[src/verilog/llc_pkg.sv]
package llc_pkg;

    // the byte address holds the tag above the set above the line offset
    localparam int addr_bits    = 32;
    localparam int offset_bits  = 4;
    localparam int llc_set_bits = 8;
    localparam int llc_tag_bits = addr_bits - offset_bits - llc_set_bits;

    // a line address drops the offset within the line
    localparam int line_addr_bits = addr_bits - offset_bits;

    // bytes covered by one line, the step of a DMA walk
    localparam int line_bytes = 1 << offset_bits;

    // full byte address as seen by the DMA engine
    typedef logic [addr_bits-1:0] addr_t;

    // set index sits in the low bits, tag in the upper bits
    typedef logic [line_addr_bits-1:0] line_addr_t;

    typedef logic [llc_set_bits-1:0] llc_set_t;

    typedef logic [llc_tag_bits-1:0] llc_tag_t;

endpackage

[src/verilog/llc_input_select.sv]
`timescale 1ns/1ps

module llc_input_select (
    input  logic rst_stall,
    input  logic flush_stall,
    input  logic rsp_valid,
    input  logic req_valid,
    input  logic req_stall,
    input  logic dma_req_valid,
    input  logic dma_resume,
    input  logic dma_active,
    output logic is_rst_to_resume,
    output logic is_flush_to_resume,
    output logic is_rsp_to_get,
    output logic is_req_to_get,
    output logic is_dma_req_to_get,
    output logic is_dma_resume,
    output logic rd_set_en,
    output logic rsp_ack,
    output logic req_ack,
    output logic dma_ack
);

    logic req_ok;    // request allowed to compete
    logic resume_ok; // resume has a live transfer behind it

    assign req_ok    = req_valid & ~req_stall;
    assign resume_ok = dma_resume & dma_active;

    // strict priority lets only one strobe go high in a cycle
    always_comb begin
        is_rst_to_resume   = 1'b0;
        is_flush_to_resume = 1'b0;
        is_rsp_to_get      = 1'b0;
        is_req_to_get      = 1'b0;
        is_dma_req_to_get  = 1'b0;
        is_dma_resume      = 1'b0;

        if (rst_stall) begin
            is_rst_to_resume = 1'b1;
        end else if (flush_stall) begin
            is_flush_to_resume = 1'b1;
        end else if (rsp_valid) begin
            is_rsp_to_get = 1'b1; // responses drain ahead of new work
        end else if (req_ok) begin
            is_req_to_get = 1'b1;
        end else if (dma_req_valid) begin
            is_dma_req_to_get = 1'b1;
        end else if (resume_ok) begin
            is_dma_resume = 1'b1;
        end
    end

    assign rd_set_en = is_rst_to_resume | is_flush_to_resume | is_rsp_to_get |
                       is_req_to_get | is_dma_req_to_get | is_dma_resume;

    // a source drops its valid once it sees its ack
    assign rsp_ack = is_rsp_to_get;
    assign req_ack = is_req_to_get;
    assign dma_ack = is_dma_req_to_get | is_dma_resume; // new transfer or next line

endmodule

[src/verilog/llc_read_set.sv]
`timescale 1ns/1ps

module llc_read_set import llc_pkg::*; (
    input  logic       clk,
    input  logic       rst,
    input  logic       rd_set_en,
    input  line_addr_t rsp_in_addr,
    input  line_addr_t req_in_addr,
    input  line_addr_t dma_req_in_addr,
    input  addr_t      dma_addr,
    input  llc_set_t   sweep_set,
    input  llc_set_t   req_in_stalled_set,
    input  llc_tag_t   req_in_stalled_tag,
    input  logic       req_stall,
    input  logic       is_rst_to_resume,
    input  logic       is_flush_to_resume,
    input  logic       is_rsp_to_get,
    input  logic       is_req_to_get,
    input  logic       is_dma_req_to_get,
    input  logic       is_dma_resume,
    output llc_set_t   set,
    output llc_set_t   line_set,
    output llc_tag_t   line_tag,
    output logic       incr_sweep_set,
    output logic       clr_rst_stall,
    output logic       clr_flush_stall,
    output logic       clr_req_stall,
    output logic       update_dma_addr_from_req
);

    line_addr_t addr_for_set;
    llc_set_t   set_next;
    llc_tag_t   tag_next;
    logic       sweep;
    logic       sweep_last;

    assign sweep      = is_rst_to_resume | is_flush_to_resume;
    assign sweep_last = (sweep_set == '1);

    always_comb begin
        addr_for_set             = '0;
        update_dma_addr_from_req = 1'b0;
        if (is_rsp_to_get) begin
            addr_for_set = rsp_in_addr;
        end else if (is_req_to_get) begin
            addr_for_set = req_in_addr;
        end else if (is_dma_req_to_get || is_dma_resume) begin
            // a resume looks up the line the running address points at
            addr_for_set = is_dma_req_to_get ? dma_req_in_addr
                                             : dma_addr[addr_bits-1:offset_bits];
            update_dma_addr_from_req = 1'b1;
        end
    end

    assign set_next = addr_for_set[llc_set_bits-1:0];
    assign tag_next = addr_for_set[line_addr_bits-1:llc_set_bits];

    // the sweep counter steps every sweep cycle and the last set ends the sweep
    assign incr_sweep_set  = sweep;
    assign clr_rst_stall   = is_rst_to_resume & sweep_last;
    assign clr_flush_stall = is_flush_to_resume & sweep_last;

    // a response for the parked line lets the request go again
    assign clr_req_stall = is_rsp_to_get & req_stall &
                           (tag_next == req_in_stalled_tag) &
                           (set_next == req_in_stalled_set);

    always_ff @(posedge clk or negedge rst) begin
        if (!rst) begin
            line_set <= '0;
            line_tag <= '0;
        end else if (rd_set_en) begin
            line_set <= set_next;
            line_tag <= tag_next;
        end
    end

    assign set = sweep ? sweep_set : line_set; // sweep index goes straight out

endmodule

[src/verilog/llc_stall_ctrl.sv]
`timescale 1ns/1ps

module llc_stall_ctrl import llc_pkg::*; (
    input  logic       clk,
    input  logic       rst,
    input  logic       flush_start,
    input  logic       req_park,
    input  logic       incr_sweep_set,
    input  logic       clr_rst_stall,
    input  logic       clr_flush_stall,
    input  logic       clr_req_stall,
    input  logic       update_dma_addr_from_req,
    input  logic       is_dma_req_to_get,
    input  logic       dma_resume,
    input  line_addr_t dma_req_addr,
    input  llc_set_t   line_set,
    input  llc_tag_t   line_tag,
    output logic       rst_stall,
    output logic       flush_stall,
    output logic       req_stall,
    output logic       dma_active,
    output llc_set_t   sweep_set,
    output llc_set_t   stalled_set,
    output llc_tag_t   stalled_tag,
    output addr_t      dma_addr
);

    logic sweep_running;

    assign sweep_running = rst_stall | flush_stall;

    // the reset sweep runs once straight out of reset
    always_ff @(posedge clk or negedge rst) begin
        if (!rst) begin
            rst_stall <= 1'b1;
        end else if (clr_rst_stall) begin
            rst_stall <= 1'b0;
        end
    end

    always_ff @(posedge clk or negedge rst) begin
        if (!rst) begin
            flush_stall <= 1'b0;
        end else if (clr_flush_stall) begin
            flush_stall <= 1'b0;
        end else if (flush_start && !sweep_running) begin
            flush_stall <= 1'b1; // a flush pulse mid sweep is dropped
        end
    end

    // the 8-bit counter wraps back to 0 after set 255
    always_ff @(posedge clk or negedge rst) begin
        if (!rst) begin
            sweep_set <= '0;
        end else if (incr_sweep_set) begin
            sweep_set <= sweep_set + 1'b1;
        end
    end

    always_ff @(posedge clk or negedge rst) begin
        if (!rst) begin
            req_stall <= 1'b0;
        end else if (req_park) begin
            req_stall <= 1'b1;
        end else if (clr_req_stall) begin
            req_stall <= 1'b0;
        end
    end

    // parked line is what sits on the lookup outputs at the park pulse
    always_ff @(posedge clk) begin
        if (req_park) begin
            stalled_set <= line_set;
            stalled_tag <= line_tag;
        end
    end

    always_ff @(posedge clk or negedge rst) begin
        if (!rst) begin
            dma_addr <= '0;
        end else if (update_dma_addr_from_req) begin
            if (is_dma_req_to_get) begin
                dma_addr <= {dma_req_addr, {offset_bits{1'b0}}};
            end else begin
                dma_addr <= dma_addr + addr_t'(line_bytes); // next line
            end
        end
    end

    // transfer ends as soon as resume drops with no new request behind it
    always_ff @(posedge clk or negedge rst) begin
        if (!rst) begin
            dma_active <= 1'b0;
        end else if (is_dma_req_to_get) begin
            dma_active <= 1'b1;
        end else if (!dma_resume) begin
            dma_active <= 1'b0;
        end
    end

endmodule

[src/verilog/llc_front.sv]
`timescale 1ns/1ps

module llc_front import llc_pkg::*; (
    input  logic       clk,
    input  logic       rst,
    input  logic       rsp_valid,
    input  logic       req_valid,
    input  logic       dma_req_valid,
    input  logic       dma_resume,
    input  logic       flush_start,
    input  logic       req_park,
    input  line_addr_t rsp_addr,
    input  line_addr_t req_addr,
    input  line_addr_t dma_req_addr,
    output logic       lookup_valid,
    output logic       rsp_ack,
    output logic       req_ack,
    output logic       dma_ack,
    output logic       sweep_busy,
    output logic       req_stall,
    output llc_set_t   lookup_set,
    output llc_tag_t   lookup_tag,
    output addr_t      dma_addr
);

    logic     rst_stall;
    logic     flush_stall;
    logic     dma_active;
    logic     is_rst_to_resume;
    logic     is_flush_to_resume;
    logic     is_rsp_to_get;
    logic     is_req_to_get;
    logic     is_dma_req_to_get;
    logic     is_dma_resume;
    logic     rd_set_en;
    logic     incr_sweep_set;
    logic     clr_rst_stall;
    logic     clr_flush_stall;
    logic     clr_req_stall;
    logic     update_dma_addr_from_req;
    llc_set_t sweep_set;
    llc_set_t stalled_set;
    llc_tag_t stalled_tag;
    llc_set_t line_set;

    llc_input_select i_input_select (
        .rst_stall          (rst_stall),
        .flush_stall        (flush_stall),
        .rsp_valid          (rsp_valid),
        .req_valid          (req_valid),
        .req_stall          (req_stall),
        .dma_req_valid      (dma_req_valid),
        .dma_resume         (dma_resume),
        .dma_active         (dma_active),
        .is_rst_to_resume   (is_rst_to_resume),
        .is_flush_to_resume (is_flush_to_resume),
        .is_rsp_to_get      (is_rsp_to_get),
        .is_req_to_get      (is_req_to_get),
        .is_dma_req_to_get  (is_dma_req_to_get),
        .is_dma_resume      (is_dma_resume),
        .rd_set_en          (rd_set_en),
        .rsp_ack            (rsp_ack),
        .req_ack            (req_ack),
        .dma_ack            (dma_ack)
    );

    llc_read_set i_read_set (
        .clk                      (clk),
        .rst                      (rst),
        .rd_set_en                (rd_set_en),
        .rsp_in_addr              (rsp_addr),
        .req_in_addr              (req_addr),
        .dma_req_in_addr          (dma_req_addr),
        .dma_addr                 (dma_addr),
        .sweep_set                (sweep_set),
        .req_in_stalled_set       (stalled_set),
        .req_in_stalled_tag       (stalled_tag),
        .req_stall                (req_stall),
        .is_rst_to_resume         (is_rst_to_resume),
        .is_flush_to_resume       (is_flush_to_resume),
        .is_rsp_to_get            (is_rsp_to_get),
        .is_req_to_get            (is_req_to_get),
        .is_dma_req_to_get        (is_dma_req_to_get),
        .is_dma_resume            (is_dma_resume),
        .set                      (lookup_set),
        .line_set                 (line_set),
        .line_tag                 (lookup_tag),
        .incr_sweep_set           (incr_sweep_set),
        .clr_rst_stall            (clr_rst_stall),
        .clr_flush_stall          (clr_flush_stall),
        .clr_req_stall            (clr_req_stall),
        .update_dma_addr_from_req (update_dma_addr_from_req)
    );

    llc_stall_ctrl i_stall_ctrl (
        .clk                      (clk),
        .rst                      (rst),
        .flush_start              (flush_start),
        .req_park                 (req_park),
        .incr_sweep_set           (incr_sweep_set),
        .clr_rst_stall            (clr_rst_stall),
        .clr_flush_stall          (clr_flush_stall),
        .clr_req_stall            (clr_req_stall),
        .update_dma_addr_from_req (update_dma_addr_from_req),
        .is_dma_req_to_get        (is_dma_req_to_get),
        .dma_resume               (dma_resume),
        .dma_req_addr             (dma_req_addr),
        .line_set                 (line_set),
        .line_tag                 (lookup_tag),
        .rst_stall                (rst_stall),
        .flush_stall              (flush_stall),
        .req_stall                (req_stall),
        .dma_active               (dma_active),
        .sweep_set                (sweep_set),
        .stalled_set              (stalled_set),
        .stalled_tag              (stalled_tag),
        .dma_addr                 (dma_addr)
    );

    assign sweep_busy = rst_stall | flush_stall;

    // sweep cycles read a set but never present a lookup
    always_ff @(posedge clk or negedge rst) begin
        if (!rst) begin
            lookup_valid <= 1'b0;
        end else begin
            lookup_valid <= rd_set_en & ~(is_rst_to_resume | is_flush_to_resume);
        end
    end

endmodule

[config.mk]
export PLATFORM = sky130hd
export DESIGN_NAME = llc_front
export DESIGN_NICKNAME = d
export VERILOG_FILES = /design/src/verilog/llc_pkg.sv /design/src/verilog/llc_input_select.sv /design/src/verilog/llc_read_set.sv /design/src/verilog/llc_stall_ctrl.sv /design/src/verilog/llc_front.sv
export SDC_FILE = /design/constraint.sdc
export NUM_CORES = 1
export LEC_CHECK = 0
export BUFFER_PORTS_ARGS = -buffer_cell sky130_fd_sc_hd__buf_2
export CELL_PAD_IN_SITES_DETAIL_PLACEMENT = 0
export CELL_PAD_IN_SITES_GLOBAL_PLACEMENT = 1
export CORE_MARGIN = 3
export CORE_UTILIZATION = 36
export CTS_BUF_LIST = sky130_fd_sc_hd__clkbuf_4 sky130_fd_sc_hd__clkbuf_8
export DETAILED_ROUTE_END_ITERATION = 12
export HOLD_SLACK_MARGIN = 0.05
export PLACE_DENSITY_LB_ADDON = 0.1
export SYNTH_ARGS = -nofsm -noshare
export SYNTH_HDL_FRONTEND = slang
export SYNTH_SLANG_ARGS = --single-unit
[constraint.sdc]
create_clock -name clk -period 2.05 [get_ports clk]
set_input_delay 0.205 -clock clk [delete_from_list [all_inputs] [get_ports clk]]
set_output_delay 0.205 -clock clk [all_outputs]
set_load 0.03 [all_outputs]
==> out/results.txt, run 1 <==
The flow ran to the end, but the final reports show violations. The checks that failed: setup timing. In this run the clock root is driven by a clkbuf_8. The reg-to-reg endpoint is i_stall_ctrl.req_stall.

The largest voltage drop on the vdd net was 0.376 mV; the total inserted antenna cells was 0. The share of total power in combinational logic came out at 0.357. The H-tree generated during clock tree synthesis spans 3 levels. The run gives -0.202 ns as the worst path setup slack after routing. The number of hold violations in the final report came out at 0. The worst register-to-register path begins at i_stall_ctrl.rst_stall.

Hold is met by 0.0707 ns. The clock passes through at most 2 buffers. Once detailed placement completed, the half-perimeter wirelength came to 16800 um. In the synthesized netlist, the number of instances is 611.

Detailed routing inserted a total of 5976 vias. Largest net degree at the start of global routing: 41. Traced cell by cell, the critical path runs through or3_4 -> buf_4 -> nor2_4 -> buf_4 -> a32o_1 -> a21oi_2 -> nand4_1 -> nor4_2 -> a31oi_1. Data arrival at the endpoint of the critical path: 2.51 ns. Maximum clock frequency: 0.444 GHz. Dividing total power by cell area gives a power density of 792 mW/mm2.

The tools report the multi-input combinational cell area as 0.00283 mm2. The share of flip-flops with an asynchronous set or reset works out to 0.711. For the worst setup slack for register-to-register paths, the log shows -0.20 ns. Clock-pin slew was measured on the worst setup and hold paths at 0.09 ns. The largest fanout on the critical path works out to 6.

The slew at the pin with the worst max-slew slack is 0.572 ns. The clock arrives with 0.0120 ns of skew. In this run the worst hold path is classified as input pin to flip-flop. The pre-antenna-repair detailed-routing pass consisted of 5 iterations. Counting flops and latches in the post-synthesis netlist gives 97. TritonCTS built the clock tree. After detailed placement, the total cell area comes to 0.00720 mm2. The depth of the worst register-to-register path works out to 9.

The height of the chip is 130 um, and the floorplan core area is 0.0149 mm2. The logs give 70 for the count of distinct cell types in the synthesized netlist and 0.422 for the sequential group share of total power. In this run, synthesis inferred 28 flip-flops with an integrated enable. The final RePlAce weighted congestion was 0.944; the proportion of layout cells with a drive suffix above 1 was 0.385. Max capacitance violation total: 0. The finished cells cover 0.00780 mm2. The first-pass GRT wire length is 32800 um, and the biggest cell delay along the critical path is 0.57 ns. The kind of end point of the critical path is a flip-flop. The number of failing setup endpoints in the final timing report is 3, and the portion of the clock cycle consumed by the worst path in the final layout is 1.10. For this design, the sink count on the clock tree is 97. In this run the core area contains 44 standard-cell rows.

The final layout contains routed wiring with a total length of 22000 um. Post-placement worst setup slack: -0.260 ns. The number of warning messages in the yosys log came out at 0. The synthesized design spends more area on one cell type than any other, namely dfrtp_1. Buffers placed on the I/O ports in this run total 153. For the tightest slew margin relative to the limit, the log shows 0.619. The cell-internal power was 3810 uW; the switching portion of total power was 0.383. The via count of the first global-routing pass was 5745; the required time reported for the critical path endpoint was 2.30 ns. The initial antenna violation count is 0. For the effective utilization at floorplan, the log shows 0.375. For this design, the slowest cell found on the critical path is dfstp_2.

The CTS buffer count is 9, and the leftover overflow at the end of global routing is 0. Using the TritonRoute via totals, the vias-per-cell ratio works out to 5.70. After routing, the total negative slack on setup checks comes to -0.329 ns. The sequential share of the synthesized area is 0.461. In the layout the commonest cells are buf_2, buf_4, nand2_1. Net switching component of the power: 2370 uW. The routed wirelength normalized by instance count is 21.0 um, and the area share of the largest cell type after synthesis is 0.305. In the synthesized netlist the dominant register cell turns out to be dfrtp_1.

The netlist area before placement is 0.00558 mm2. The clock period minus final worst setup slack came out at 2.25 ns. The worst setup path is launched from a flip-flop.

Average cell area after synthesis: 9.13 um2. The tools report the startpoint of the most critical setup path as i_stall_ctrl.rst_stall. The die covers 0.0170 mm2. Number of nets with antenna violations after detailed routing: 0. The critical path ends at i_stall_ctrl.req_stall. The relative area change from synthesis to final layout was 39.9%.

By area the synthesized netlist is led by dfrtp_1, edfxtp_1, nand2_1, a21oi_1, o21ai_0. The tools report the number of fill cells as 1430. The starting DRC count in detailed routing was 550. Setup repair after global routing could not meet its margin everywhere. Pin placement for this block handled 158 I/O pins.

The final-stage net count is 953, and the register area is 0.00258 mm2. The global-route usage over all layers came out at 0.253. For this design the static power due to leakage is 0.00367 uW. The final number of max-transition violations is 0, and the clock latency on the worst-skew pair is 0.38 ns.

The library cell used most frequently in the layout, excluding fill and tap cells, is buf_2. The worst setup path is of the flip-flop to flip-flop kind. The dominant cell type by count on the critical path is buf_4. The residual DRC count came out at 0.

The clock group share of total power is 0.221. In this run the horizontal extent of the chip is 130 um.
[worst min-delay path by stage]
stage / from / endpoint / depth (start not counted)
floorplan: rst / i_read_set.line_set[0] / 0
global placement: rst / i_stall_ctrl.dma_addr[10] / 2
detailed placement: rst / i_stall_ctrl.dma_addr[10] / 2
CTS: rsp_addr[22] / i_read_set.line_tag[14] / 3
global route: flush_start / i_stall_ctrl.flush_stall / 2
finish: flush_start / i_stall_ctrl.flush_stall / 2
[area by class of cell]
| type | instances | area share |
|---|---|---|
| clock buffers | 12 | 0.0204 |
| repair buffers | 273 | 0.236 |
| clock inverters | 4 | 0.00673 |
| multi-input cells | 452 | 0.362 |
| flip-flops and latches | 97 | 0.330 |
| well taps | 184 | 0.0295 |
| inverters | 26 | 0.0141 |
[flip-flops by register name (all words and copies together) (netlist names), 8 cells and up]
signal	cells
i_read_set.line_tag	20
i_stall_ctrl.sweep_set	8
i_stall_ctrl.stalled_set	8
i_stall_ctrl.dma_addr	28
i_read_set.line_set	8
i_stall_ctrl.stalled_tag	20
[critical path, delay by kind of cell (launching register included)]
family                 cells  cell delay, ns
flip-flops                 1            0.57
buffers and inverters      2            0.31
AND/OR/NAND/NOR            4            0.67
AO/OA/AOI/OAI              3            0.59
[through the flow]
stage	util	std cells	power, uW
6_report	0.525	1048	6180
3_3_place_gp	0.484	1013	4610
4_1_cts	0.507	1034	6030
2_1_floorplan	-	614	3740
5_1_grt	0.525	1048	6500
3_5_place_dp	0.484	1013	4650
[per-layer routing]
layer | up-vias | global-route usage | wire [um]
li1 | 2773 | - | -
met3 | 33 | 0.0337 | 1420
met5 | - | 0 | 0
met2 | 258 | 0.403 | 10000
met1 | 2912 | 0.362 | 10100
met4 | 0 | 0.0744 | 444
[kinds of logic after synthesis]
logic type                 count (synthesis)  synth area share
DFF                                       97             0.461
and+or+nand+nor                          217             0.189
buffers and inverters                     65            0.0516
muxes                                     26            0.0482
adders and majority gates                  2           0.00449
AOI/OAI and AO/OA                        190             0.225
xor gates and xnor gates                  13            0.0204
other                                      1          0.000672
[synthesized netlist by cell type, types with 15 or more instances]
library cell  number
inv_1             24
mux2i_1           19
a21oi_1           54
o21ai_0           41
nand3_1           15
o22ai_1           18
edfxtp_1          28
dfrtp_1           68
nor2_1            46
nor3_1            17
a22oi_1           17
clkbuf_1          21
nand2_1           80
[power by group through the flow]
stage | Sequential, uW | Clock (uW) | Combinational (uW)
floorplan | 2890 | 0 | 848
global placement | 2630 | 0 | 1980
detailed placement | 2640 | 0 | 2010
CTS | 2600 | 1390 | 2030
global route | 2660 | 1470 | 2370
finish | 2610 | 1360 | 2210
[what timing repair did]
action / 4_1_cts / 5_1_grt
buffers inserted: 2 / 12
gates cloned: 1 / 2
endpoints found under the hold margin: 69 / 0
endpoints found under the setup margin: 19 / 33
pin swaps: 1 / 10
resized for setup: 26 / 51
hold buffers: 2 / 0
Note: power is estimated with default switching activity, not from simulation.
==> run 2: changes to the inputs <==
--- a/config.mk
+++ b/config.mk
@@ -13,7 +13,7 @@
 export CTS_BUF_LIST = sky130_fd_sc_hd__clkbuf_4 sky130_fd_sc_hd__clkbuf_8
 export DETAILED_ROUTE_END_ITERATION = 12
 export HOLD_SLACK_MARGIN = 0.05
-export PLACE_DENSITY_LB_ADDON = 0.1
+export PLACE_DENSITY = 0.8
 export SYNTH_ARGS = -nofsm -noshare
 export SYNTH_HDL_FRONTEND = slang
 export SYNTH_SLANG_ARGS = --single-unit
==> run 2 against run 1 <==
Effect of this change:
- the run still ends with setup timing left
- sequential share of layout area fell by 0.064 points
- maximum frequency rose by 1.8%
- wire length fell by 1.3%
- worst hold slack improved by 0.0075 ns
==> out/results.txt, run 2 (synthesis gave the netlist of run 1 again) <==
The run finished, with violations left. The final reports fail on setup timing. The tools report the number of hold violations in the final report as 0 (unchanged). Largest fanout on the critical path: 4 (-2). The area growth from synthesis to layout is 40.1%.

The run gives 3 (unchanged) as the depth of the CTS H-tree. The portion of the clock cycle consumed by the worst path in the final layout is 1.08 (-0.0197). Horizontal die dimension: 130 um (unchanged). Required time reported for the critical path endpoint: 2.32 ns (+0.02 ns). The logs give 31 (-24%) for the largest net degree at the start of global routing and 0 (unchanged) for the initial antenna violation count.

The worst setup path is of the flip-flop to flip-flop kind. The logs give 0 (unchanged) for the final number of max-transition violations and 21700 um (-1.3%) for the total routed wirelength. The library cells used most frequently in the layout, excluding fill and tap cells, are buf_2, buf_4, nand2_1. The tightest slew margin relative to the limit was 0.681 (+0.0623).

The first-pass GRT wire length was 32700 um (-0.29%); the starting DRC count in detailed routing was 590 (+7.3%). The min-delay analysis places its worst path in the category input pin to flip-flop. Number of fill cells: 1460 (+2.1%). The register name with the most flops is i_stall_ctrl.dma_addr. The maximum clock frequency is 0.452 GHz (+1.8%), and the number of input and output port buffers inserted is 153 (unchanged). The signal on the critical path passes through or3_4 -> or3_4 -> buf_4 -> o22a_1 -> o21ai_1 -> nand4_1 -> nor4_2 -> a31oi_1. The number of nets with antenna violations after detailed routing is 0 (unchanged).

The final-stage net count is 950 (-0.31%), and the routed wirelength normalized by instance count is 20.7 um (-1.0%). For the floorplan die area, the log shows 0.0170 mm2 (unchanged). The logs give 158 (unchanged) for the number of placed I/O pins and 0.992 (+5.1%) for the final RePlAce weighted congestion. The CTS buffer count is 9 (unchanged), and the floorplan core area is 0.0149 mm2 (unchanged). TritonCTS sink count: 97 (unchanged). Most common cell after layout, fill and taps aside: buf_2. The tools report the worst hold slack as 0.0783 ns (+0.00751 ns). The count of buffer and inverter cells on the critical path was 1 (-1); the routed via count was 6035 (+0.99%). The logs give 5887 (+2.5%) for the via count of the first global-routing pass and 6 (+1) for the number of detailed-route iterations in the first pass. The run gives 0 (unchanged) as the leftover overflow at the end of global routing. The tools report the standby leakage power as 0.00365 uW (-0.38%).

The post-placement worst setup slack is -0.276 ns (-0.0166 ns). For the residual DRC count, the log shows 0 (unchanged). The run gives 10 (+7) as the number of failing setup endpoints in the final timing report. The global-route usage over all layers was 0.254 (+0.000922); the vias per cell was 5.78 (+1.3%). The tools report the worst-case clock skew as 0.0164 ns (+0.00432 ns). The total inserted antenna cells was 0 (unchanged). On the critical path the largest part of the delay comes from simple AND/OR/NAND/NOR gates.

The flip-flop count of the largest register after layout is 28 (unchanged). The run gives 2.48 ns (-0.03 ns) as the data arrival at the endpoint of the critical path. The worst setup path is launched from a flip-flop. The tools report the maximum buffer depth of the clock tree as 2 (unchanged). For the cell row count, the log shows 44 (unchanged). The dominant cell type by count on the critical path was or3_4.

The proportion of layout cells with a drive suffix above 1 is 0.396 (+0.0106), and the largest voltage drop on the vdd net is 0.278 mV (-26%). The largest registers in the layout are i_stall_ctrl.dma_addr (28), i_read_set.line_tag (20), i_stall_ctrl.stalled_tag (20). For the post-layout utilization of the core, the log shows 0.526 (+0.000758). The tree is rooted in a clkbuf_8. TritonCTS built the clock tree. Height of the chip: 130 um (unchanged).

The power density over the cells is 772 mW/mm2 (-2.5%), and the post-detailed-placement half-perimeter wirelength is 16400 um (-2.2%). For the worst path setup slack after routing, the log shows -0.162 ns (+0.0404 ns). STA classifies the critical path endpoint as a flip-flop. The run gives 0.39 ns (about the same) as the clock latency on the worst-skew pair.

For the final total negative setup slack, the log shows -0.729 ns (-0.400 ns). Setup repair after global routing could not meet its margin everywhere. Among all stages on the critical path, the largest delay is contributed by dfrtp_1. The max capacitance violation total is 0 (unchanged), and the clock period minus final worst setup slack is 2.21 ns (-0.0404 ns). The clock-pin slew of the registers on the worst-case setup and hold paths was 0.10 ns (about the same); the slew at the pin with the worst max-slew slack was 0.466 ns (-0.105 ns). The biggest cell delay along the critical path is 0.41 ns (-0.16 ns). The effective utilization at floorplan came out at 0.375 (unchanged).
## run 2: changes by cell type in the layout (fill, tap and decap cells not counted), sizes merged
| cell | delta |
|---|---|
| clkbuf | -3 |
| clkinvlp | -1 |
| buf | -2 |
| clkinv | +3 |
## run 2: metal layers
layer,vias to the layer above,global-route usage,routed length [um]
li1,2769,-,-
met1,2914,0.343,9220
met2,318,0.404,10000
met3,34,0.0630,1930
met4,0,0.0799,522
met5,-,0,0
## run 2: per-stage QoR
step,total power [uW],cell area [um2],instances
2_1_floorplan,3740,5620,614
3_3_place_gp,4590,7160,1006
3_5_place_dp,4640,7160,1006
4_1_cts,5990,7580,1031
6_report,6040,7820,1045
5_1_grt,6340,7820,1045
## run 2: timing repair
item	CTS	global route
pin swaps	8	16
cloned	2	0
resized for setup	38	40
setup endpoints to repair	26	33
endpoints found under the hold margin	58	0
hold buffers	2	0
buffers inserted	5	15
## run 2: layout make-up
cell class	count	area (um2)	area share
tap	184	230	0.0295
clock buffer	11	145	0.0186
multi-input combinational	452	2880	0.368
sequential	97	2580	0.330
timing repair buffer	269	1810	0.231
timing repair inverter	1	8.76	0.00112
inverter	26	115	0.0147
clock inverter	5	55.1	0.00704
## run 2: tightest hold or removal path: cells and delay by family
kind | cells | cell delay [ns]
compound gates | 2 | 0.15
buf+inv | 1 | 0.07
## run 2: path summary, 6_finish.rpt
| check | start | end | slack [ns] | depth (start not counted) |
|---|---|---|---|---|
| worst max-delay path | i_stall_ctrl.flush_stall | i_stall_ctrl.req_stall | -0.16 | 8 |
| worst min-delay path | req_addr[22] | i_read_set.line_tag[14] | 0.08 | 3 |
| worst max register to register | i_stall_ctrl.flush_stall | i_stall_ctrl.req_stall | -0.16 | 8 |
| worst min register to register | i_read_set.line_tag[15] | i_stall_ctrl.stalled_tag[15] | 0.48 | 0 |
| max in group asynchronous | rst | i_read_set.line_set[2] | 1.09 | 4 |
| min in group asynchronous | rst | i_stall_ctrl.dma_addr[14] | 0.14 | 2 |
## run 2: where the power goes
part / switching [uW] / total [uW] / leakage, uW / internal [uW]
Clock: 712 / 1320 / 0.0000987 / 608
Combinational: 1310 / 2110 / 0.00239 / 802
Sequential: 329 / 2610 / 0.00116 / 2280
